**config.mk**
```make
export PLATFORM = sky130hd
export DESIGN_NAME = alloc_stage
export DESIGN_NICKNAME = d
export VERILOG_FILES = /design/src/alloc_reg_pkg.sv /design/src/alloc_op_pkg.sv /design/src/gen_reg_file.sv /design/src/sys_reg_bank.sv /design/src/operand_fetch.sv /design/src/alloc_pipe_reg.sv /design/src/alloc_stage.sv
export VERILOG_INCLUDE_DIRS = /design/src
export SDC_FILE = /design/constraint.sdc
export NUM_CORES = 2
export LEC_CHECK = 0
export BUFFER_PORTS_ARGS = -buffer_cell sky130_fd_sc_hd__buf_2
export CELL_PAD_IN_SITES_DETAIL_PLACEMENT = 1
export CELL_PAD_IN_SITES_GLOBAL_PLACEMENT = 2
export CORE_UTILIZATION = 47
export CTS_CLUSTER_DIAMETER = 100
export CTS_CLUSTER_SIZE = 14
export DETAILED_ROUTE_END_ITERATION = 10
export GPL_TIMING_DRIVEN = 0
export PLACE_DENSITY_LB_ADDON = 0.1
export SLEW_MARGIN = 20
export SYNTH_ARGS = -nofsm -noshare
export SYNTH_HDL_FRONTEND = slang
export SYNTH_HIERARCHICAL = 1
export SYNTH_SLANG_ARGS = --single-unit
export TNS_END_PERCENT = 10
```
**constraint.sdc**
```tcl
create_clock -name iCLOCK -period 14.12 [get_ports iCLOCK]
set_input_delay 1.412 -clock iCLOCK [delete_from_list [all_inputs] [get_ports iCLOCK]]
set_output_delay 1.412 -clock iCLOCK [all_outputs]
set_load 0.05 [all_outputs]
```
**src/alloc_defines.svh**
```systemverilog
`ifndef ALLOC_DEFINES_SVH
`define ALLOC_DEFINES_SVH

// Data path width
`define ALLOC_DATA_W 32

// Register index width, shared by general and system ids
`define ALLOC_REG_AW 5

// General register count
`define ALLOC_NUM_GREGS 32

// PSR bits cleared on interrupt entry (bits 6, 5 and 2)
`define ALLOC_PSR_IRQ_MASK 32'h0000_0064

`endif

```
**src/alloc_reg_pkg.sv**
```systemverilog
`default_nettype none

`include "alloc_defines.svh"

package alloc_reg_pkg;

	// General register index
	typedef logic [`ALLOC_REG_AW-1:0] greg_idx_t;

	// System register ids, other codes name no register
	typedef enum logic [`ALLOC_REG_AW-1:0] {
		SR_PSR  = 5'd0,
		SR_SPR  = 5'd1,
		SR_IDTR = 5'd2,
		SR_PPSR = 5'd3
	} sysreg_id_t;

endpackage

`default_nettype wire

```
**src/alloc_op_pkg.sv**
```systemverilog
`default_nettype none

package alloc_op_pkg;

	// Opcodes carried to execute
	typedef enum logic [4:0] {
		CMD_NOP   = 5'd0,
		CMD_ADD   = 5'd1,
		CMD_SUB   = 5'd2,
		CMD_AND   = 5'd3,
		CMD_OR    = 5'd4,
		CMD_SHL   = 5'd5,
		CMD_LD    = 5'd6,
		CMD_ST    = 5'd7,
		CMD_BR    = 5'd8,
		CMD_SRMOV = 5'd9
	} alloc_cmd_t;

endpackage

`default_nettype wire

```
**src/gen_reg_file.sv**
```systemverilog
`default_nettype none

`include "alloc_defines.svh"

module gen_reg_file
	import alloc_reg_pkg::*;
(
	input  wire                      iCLOCK,
	input  wire                      wr_en,
	input  greg_idx_t                wr_addr,
	input  wire [`ALLOC_DATA_W-1:0]  wr_data,
	input  greg_idx_t                rd0_addr,
	output logic [`ALLOC_DATA_W-1:0] rd0_data,
	input  greg_idx_t                rd1_addr,
	output logic [`ALLOC_DATA_W-1:0] rd1_data
);

	logic [`ALLOC_DATA_W-1:0] regs [`ALLOC_NUM_GREGS];

	// Single write port
	always_ff @(posedge iCLOCK) begin
		if (wr_en) begin
			regs[wr_addr] <= wr_data;
		end
	end

	// Asynchronous reads, old data until the write edge
	assign rd0_data = regs[rd0_addr];
	assign rd1_data = regs[rd1_addr];

endmodule

`default_nettype wire

```
**src/sys_reg_bank.sv**
```systemverilog
`default_nettype none

`include "alloc_defines.svh"

module sys_reg_bank
	import alloc_reg_pkg::*;
(
	input  wire                      iCLOCK,
	input  wire                      inRESET,
	input  wire                      irq_enter,
	input  wire                      irq_return,
	input  wire                      wr_en,
	input  sysreg_id_t               wr_id,
	input  wire [`ALLOC_DATA_W-1:0]  wr_data,
	input  sysreg_id_t               rd0_id,
	output logic [`ALLOC_DATA_W-1:0] rd0_data,
	input  sysreg_id_t               rd1_id,
	output logic [`ALLOC_DATA_W-1:0] rd1_data,
	output logic [`ALLOC_DATA_W-1:0] psr,
	output logic [`ALLOC_DATA_W-1:0] ppsr,
	output logic [`ALLOC_DATA_W-1:0] spr,
	output logic [`ALLOC_DATA_W-1:0] idtr
);

	function automatic logic [`ALLOC_DATA_W-1:0] sr_read(input sysreg_id_t id);
		logic [`ALLOC_DATA_W-1:0] val;
		case (id)
			SR_PSR:  val = psr;
			SR_SPR:  val = spr;
			SR_IDTR: val = idtr;
			SR_PPSR: val = ppsr;
			default: val = '0;
		endcase
		return val;
	endfunction

	always_ff @(posedge iCLOCK or negedge inRESET) begin
		if (!inRESET) begin
			psr  <= '0;
			ppsr <= '0;
			spr  <= '0;
			idtr <= '0;
		end else begin
			// Entry masks interrupts, return restores saved status
			if (irq_enter) begin
				psr <= psr & ~`ALLOC_PSR_IRQ_MASK;
			end else if (irq_return) begin
				psr <= ppsr;
			end else if (wr_en && wr_id == SR_PSR) begin
				psr <= wr_data;
			end
			if (irq_enter) begin
				ppsr <= psr;
			end else if (wr_en && wr_id == SR_PPSR) begin
				ppsr <= wr_data;
			end
			if (wr_en && wr_id == SR_SPR) begin
				spr <= wr_data;
			end
			if (wr_en && wr_id == SR_IDTR) begin
				idtr <= wr_data;
			end
		end
	end

	always_comb begin
		rd0_data = sr_read(rd0_id);
	end

	always_comb begin
		rd1_data = sr_read(rd1_id);
	end

	// Entry and return are exclusive events
	a_irq_exclusive: assert property (@(posedge iCLOCK) disable iff (!inRESET)
		!(irq_enter && irq_return));

endmodule

`default_nettype wire

```
**src/operand_fetch.sv**
```systemverilog
`default_nettype none

`include "alloc_defines.svh"

module operand_fetch
	import alloc_reg_pkg::*;
(
	input  wire                      wb_valid,
	input  greg_idx_t                wb_dest,
	input  wire                      wb_dest_sys,
	input  wire [`ALLOC_DATA_W-1:0]  wb_data,
	input  greg_idx_t                src0,
	input  wire                      src0_sys,
	input  greg_idx_t                src1,
	input  wire                      src1_sys,
	input  wire                      src1_imm,
	input  wire [`ALLOC_DATA_W-1:0]  imm,
	input  wire [`ALLOC_DATA_W-1:0]  gr_rd0_data,
	input  wire [`ALLOC_DATA_W-1:0]  gr_rd1_data,
	input  wire [`ALLOC_DATA_W-1:0]  sr_rd0_data,
	input  wire [`ALLOC_DATA_W-1:0]  sr_rd1_data,
	output logic                     gr_wr_en,
	output logic                     sr_wr_en,
	output logic [`ALLOC_DATA_W-1:0] src0_val,
	output logic [`ALLOC_DATA_W-1:0] src1_val
);

	logic src0_hit;
	logic src1_hit;

	// Writeback steering
	assign gr_wr_en = wb_valid && !wb_dest_sys;
	assign sr_wr_en = wb_valid && wb_dest_sys;

	// Bypass needs same index and same register space
	assign src0_hit = wb_valid && (src0 == wb_dest) && (src0_sys == wb_dest_sys);
	assign src1_hit = wb_valid && (src1 == wb_dest) && (src1_sys == wb_dest_sys);

	always_comb begin
		if (src0_hit) begin
			src0_val = wb_data;
		end else if (src0_sys) begin
			src0_val = sr_rd0_data;
		end else begin
			src0_val = gr_rd0_data;
		end
	end

	// Immediate wins over everything
	always_comb begin
		if (src1_imm) begin
			src1_val = imm;
		end else if (src1_hit) begin
			src1_val = wb_data;
		end else if (src1_sys) begin
			src1_val = sr_rd1_data;
		end else begin
			src1_val = gr_rd1_data;
		end
	end

endmodule

`default_nettype wire

```
**src/alloc_pipe_reg.sv**
```systemverilog
`default_nettype none

`include "alloc_defines.svh"

module alloc_pipe_reg
	import alloc_reg_pkg::*, alloc_op_pkg::*;
(
	input  wire                      iCLOCK,
	input  wire                      inRESET,
	input  wire                      flush,
	input  wire                      in_valid,
	output logic                     in_ready,
	input  alloc_cmd_t               in_cmd,
	input  wire [`ALLOC_DATA_W-1:0]  in_pc,
	input  greg_idx_t                in_dest,
	input  wire                      in_dest_sys,
	input  wire                      in_writeback,
	input  wire [`ALLOC_DATA_W-1:0]  src0_val,
	input  wire [`ALLOC_DATA_W-1:0]  src1_val,
	output logic                     out_valid,
	input  wire                      out_ready,
	output alloc_cmd_t               out_cmd,
	output logic [`ALLOC_DATA_W-1:0] out_pc,
	output greg_idx_t                out_dest,
	output logic                     out_dest_sys,
	output logic                     out_writeback,
	output logic [`ALLOC_DATA_W-1:0] out_src0,
	output logic [`ALLOC_DATA_W-1:0] out_src1
);

	// No acceptance during a flush cycle
	assign in_ready = (!out_valid || out_ready) && !flush;

	always_ff @(posedge iCLOCK or negedge inRESET) begin
		if (!inRESET) begin
			out_valid <= 1'b0;
		end else if (flush) begin
			out_valid <= 1'b0;
		end else if (in_ready) begin
			out_valid <= in_valid;
		end
	end

	always_ff @(posedge iCLOCK) begin
		if (in_valid && in_ready) begin
			out_cmd       <= in_cmd;
			out_pc        <= in_pc;
			out_dest      <= in_dest;
			out_dest_sys  <= in_dest_sys;
			out_writeback <= in_writeback;
			out_src0      <= src0_val;
			out_src1      <= src1_val;
		end
	end

	// Held item stays put until taken
	a_hold_stable: assert property (@(posedge iCLOCK) disable iff (!inRESET)
		(out_valid && !out_ready && !flush) |=> (out_valid && $stable(out_cmd)
		&& $stable(out_pc) && $stable(out_dest) && $stable(out_dest_sys)
		&& $stable(out_writeback) && $stable(out_src0) && $stable(out_src1)));

endmodule

`default_nettype wire

```
**src/alloc_stage.sv**
```systemverilog
`default_nettype none

`include "alloc_defines.svh"

module alloc_stage
	import alloc_reg_pkg::*, alloc_op_pkg::*;
(
	input  wire                      iCLOCK,
	input  wire                      inRESET,
	input  wire                      in_valid,
	output logic                     in_ready,
	input  alloc_cmd_t               in_cmd,
	input  wire [`ALLOC_DATA_W-1:0]  in_pc,
	input  greg_idx_t                in_dest,
	input  wire                      in_dest_sys,
	input  wire                      in_writeback,
	input  greg_idx_t                in_src0,
	input  wire                      in_src0_sys,
	input  greg_idx_t                in_src1,
	input  wire                      in_src1_sys,
	input  wire                      in_src1_imm,
	input  wire [`ALLOC_DATA_W-1:0]  in_imm,
	output logic                     out_valid,
	input  wire                      out_ready,
	output alloc_cmd_t               out_cmd,
	output logic [`ALLOC_DATA_W-1:0] out_pc,
	output greg_idx_t                out_dest,
	output logic                     out_dest_sys,
	output logic                     out_writeback,
	output logic [`ALLOC_DATA_W-1:0] out_src0,
	output logic [`ALLOC_DATA_W-1:0] out_src1,
	input  wire                      wb_valid,
	input  greg_idx_t                wb_dest,
	input  wire                      wb_dest_sys,
	input  wire [`ALLOC_DATA_W-1:0]  wb_data,
	input  wire                      flush,
	input  wire                      irq_enter,
	input  wire                      irq_return,
	output logic [`ALLOC_DATA_W-1:0] psr,
	output logic [`ALLOC_DATA_W-1:0] ppsr,
	output logic [`ALLOC_DATA_W-1:0] spr,
	output logic [`ALLOC_DATA_W-1:0] idtr
);

	logic                     gr_wr_en;
	logic                     sr_wr_en;
	logic [`ALLOC_DATA_W-1:0] gr_rd0_data;
	logic [`ALLOC_DATA_W-1:0] gr_rd1_data;
	logic [`ALLOC_DATA_W-1:0] sr_rd0_data;
	logic [`ALLOC_DATA_W-1:0] sr_rd1_data;
	logic [`ALLOC_DATA_W-1:0] src0_val;
	logic [`ALLOC_DATA_W-1:0] src1_val;

	gen_reg_file u_grf (
		.iCLOCK(iCLOCK), .wr_en(gr_wr_en), .wr_addr(wb_dest), .wr_data(wb_data),
		.rd0_addr(in_src0), .rd0_data(gr_rd0_data),
		.rd1_addr(in_src1), .rd1_data(gr_rd1_data)
	);

	// Source fields double as system register ids
	sys_reg_bank u_srb (
		.iCLOCK(iCLOCK), .inRESET(inRESET),
		.irq_enter(irq_enter), .irq_return(irq_return),
		.wr_en(sr_wr_en), .wr_id(sysreg_id_t'(wb_dest)), .wr_data(wb_data),
		.rd0_id(sysreg_id_t'(in_src0)), .rd0_data(sr_rd0_data),
		.rd1_id(sysreg_id_t'(in_src1)), .rd1_data(sr_rd1_data),
		.psr(psr), .ppsr(ppsr), .spr(spr), .idtr(idtr)
	);

	operand_fetch u_opf (
		.wb_valid(wb_valid), .wb_dest(wb_dest), .wb_dest_sys(wb_dest_sys),
		.wb_data(wb_data),
		.src0(in_src0), .src0_sys(in_src0_sys),
		.src1(in_src1), .src1_sys(in_src1_sys),
		.src1_imm(in_src1_imm), .imm(in_imm),
		.gr_rd0_data(gr_rd0_data), .gr_rd1_data(gr_rd1_data),
		.sr_rd0_data(sr_rd0_data), .sr_rd1_data(sr_rd1_data),
		.gr_wr_en(gr_wr_en), .sr_wr_en(sr_wr_en),
		.src0_val(src0_val), .src1_val(src1_val)
	);

	alloc_pipe_reg u_pipe (
		.iCLOCK(iCLOCK), .inRESET(inRESET), .flush(flush),
		.in_valid(in_valid), .in_ready(in_ready), .in_cmd(in_cmd), .in_pc(in_pc),
		.in_dest(in_dest), .in_dest_sys(in_dest_sys), .in_writeback(in_writeback),
		.src0_val(src0_val), .src1_val(src1_val),
		.out_valid(out_valid), .out_ready(out_ready), .out_cmd(out_cmd),
		.out_pc(out_pc), .out_dest(out_dest), .out_dest_sys(out_dest_sys),
		.out_writeback(out_writeback), .out_src0(out_src0), .out_src1(out_src1)
	);

endmodule

`default_nettype wire

```
==> reports/metrics.cfg <==
[run_status]
status=finished clean

[synth]
synth_compound_area_frac=0.0987
ys_ff_latch=1261
syn_inst=4448
synth_warnings=6
synth-edff-count=1132
avgSynthCellArea_um2=13.9
synth_mux_area_frac=0.216
synthSimpleGateAreaFrac=0.0464
synthAdderAreaFrac=0
ys_async_sr_fraction=0.102
synthXorXnorAreaFrac=0.00170
seq_area_frac_synth=0.602
ys_types=49
synthFlopType=edfxtp_1
synth_top_family_by_area=multiplexers
synth_nets=4583
synth_area_mm2=0.0619

[sta]
setup_viol=0
tns_ps=0
rsz0062_at_grt=false
report.final.slew_viol_count=0
fin_ws_ps=9160
hold_viol=0
fin_skew_ps=30.4
slew_headroom=0.0877
timing.final.crit_share=0.351
fin_crit_ps=4960
hold_ws_ps=553
tightest_slew_ps=1370
fmax_mhz=202

[grt]
antenna_found_initial=20
grt_pass1_wl_mm=324
top_usage_layer=met2
grt_use_met2=0.560
grt_max_degree=93
grt_usage=0.341
overflow=0
grt_use_met1=0.468
grt_pass1_vias=44600
gr-usage-met3=0.0416

[place]
place_area_mm2=0.0670
dp.cells=6603
place_congestion=0.901
hpwl_mm=169
dp_slack_ps=8540
io_buffers=368

[die]
die_h_um=365
initial_core_util=0.476
core_area_mm2=0.130
die-area_mm2=0.133
die_w_um=365
rows=132
pin_count=373

[power]
p_per_area_mw_per_mm2=119
peakVddDrop_mv=0.133
p_leak_nw=26.6
power_mw=8.30

[critical_path]
r2r_end=u_pipe/out_src0[13]$_DFFE_PP_
cp-end-kind=flip-flop
required_ps=14590
path_class=in2reg
crit_fanout=10
rr_startpoint=u_grf/regs[7][13]$_DFFE_PP_
cp-start-kind=input pin
r2r_setup_slack_ps=11130
r2r_cells=7
cp.arrival_ps=5430

[drt]
antenna_left=0
wirelength_mm=230
drc=0
dr_total_vias=43500
first_iter_violations=4293
post_drt_wl_per_cell_um=34.1
firstDrtPassIters=6
drt-vias-per-instance=6.44

[final_layout]
nNetsFinal=5098
fin_util=0.537
fillers=12900
final_cells=6754
drive_above_1_share=0.182
synthToLayoutAreaGrowth_pct=12.9
final_area_mm2=0.0699

[clock_tree]
clock_sinks=1261
clkTransAtPathRegs_ps=70
hold_buffers=0
cts_setup_buffers=0
cts_buffer_depth=3
clk_latency_ps=750
cts.htree.levels=3
numCtsBuffers=100
cts_root_buf=clkbuf_16
cts_tree=yes
cts_resized=0

[job]
maxCapViolCount=0

[hold_path]
hp-class=in2async

[where the power goes]
group,switching (mW),total (mW),internal [mW]
combinational,0.939,1.34,0.399
clock,1.34,2.67,1.33
sequential,0.122,4.29,4.17
[sequential cells by signal, summed over array words and instances (netlist names)]
name                  cells
u_grf/regs             1024
u_pipe/out_cmd            5
u_pipe/out_dest           5
u_pipe/out_dest_sys       1
u_pipe/out_pc            32
u_pipe/out_src0          32
u_pipe/out_src1          32
u_pipe/out_valid          1
u_pipe/out_writeback      1
u_srb/idtr               32
u_srb/ppsr               32
u_srb/psr                32
u_srb/spr                32
[metal layers]
metal / up-vias / share of wire
met3: 359 / 0.064
met5: - / 0.00020
met1: 22800 / 0.43
met4: 6 / 0.033
li1: 18500 / -
met2: 1805 / 0.48
[placed cells by master (no fill, tap or decap), types with 29 or more instances in the layout]
cell,instances
edfxtp_1,1132
o41ai_1,29
a22o_1,129
clkbuf_16,103
nor3_1,98
mux2_2,150
o31a_1,31
a2bb2oi_1,61
a21oi_1,193
buf_12,30
o22ai_1,63
nor2_4,32
buf_2,444
dfrtp_1,129
a22oi_1,192
inv_1,34
mux2i_1,1151
nand2b_1,35
nand3_1,194
nand2_1,199
clkbuf_1,206
a31oi_1,99
a32oi_1,31
buf_4,47
o21ai_0,36
buf_6,64
[cell usage after synthesis (35+ instances only)]
cell       number  share of area
a21oi_1       193          0.016
a22o_1        129          0.018
a22oi_1       192          0.023
a2bb2oi_1      61         0.0086
a31oi_1       100          0.010
buf_2          77         0.0062
buf_4          47         0.0057
buf_6          60          0.011
clkbuf_1      169          0.010
dfrtp_1       129          0.052
edfxtp_1     1132           0.55
mux2_2        150          0.027
mux2i_1      1151           0.19
nand2_1       199          0.012
nand2b_1       35         0.0035
nand3_1       194          0.016
nor2_1         40         0.0024
nor3_1         98         0.0079
o21ai_0        36         0.0029
o22ai_1        63         0.0064
[worst max-delay path: stages]
cell and delay (ps):
buf_2 220, nor2_1 190, buf_2 350, buf_2 420
buf_1 830, nand2_1 120, a31oi_1 820, nand3_1 370
mux2_2 370, mux2_2 300
[cell type report]
cell class	count	area, um2	area share
Inverter	35	131	0.00188
Antenna cell	5	12.5	0.000179
Sequential cell	1261	37200	0.533
Timing Repair Buffer	413	2750	0.0394
Buffer	362	2100	0.0300
Clock buffer	141	2720	0.0389
Clock inverter	5	66.3	0.000949
Tap cell	1742	2180	0.0312
Multi-Input combinational cell	2790	22700	0.325
[how the worst max path moves through the flow]
stage | end | from | cells after the start
after detailed placement | u_pipe/out_src0[13]$_DFFE_PP_ | in_src0[0] | 10
after floorplan | u_pipe/out_cmd[0]$_DFFE_PP_ | out_ready | 2
after global placement | u_pipe/out_src1[3]$_DFFE_PP_ | out_ready | 3
after CTS | u_pipe/out_src0[13]$_DFFE_PP_ | in_src0[0] | 10
final | u_pipe/out_src0[13]$_DFFE_PP_ | in_src0[0] | 10
after global routing | u_pipe/out_src0[12]$_DFFE_PP_ | in_src0[0] | 10
[cell families (layout without fill, tap and decap cells)]
kind of cell              count (synthesis)  in the layout
xor gates and xnor gates                 12             12
and+or+nand+nor                         598            598
muxes                                  1311           1311
AOI/OAI and AO/OA                       869            869
other                                     0              5
buffers and inverters                   397            956
DFF                                    1261           1261
(Power assumes the default switching activity.)
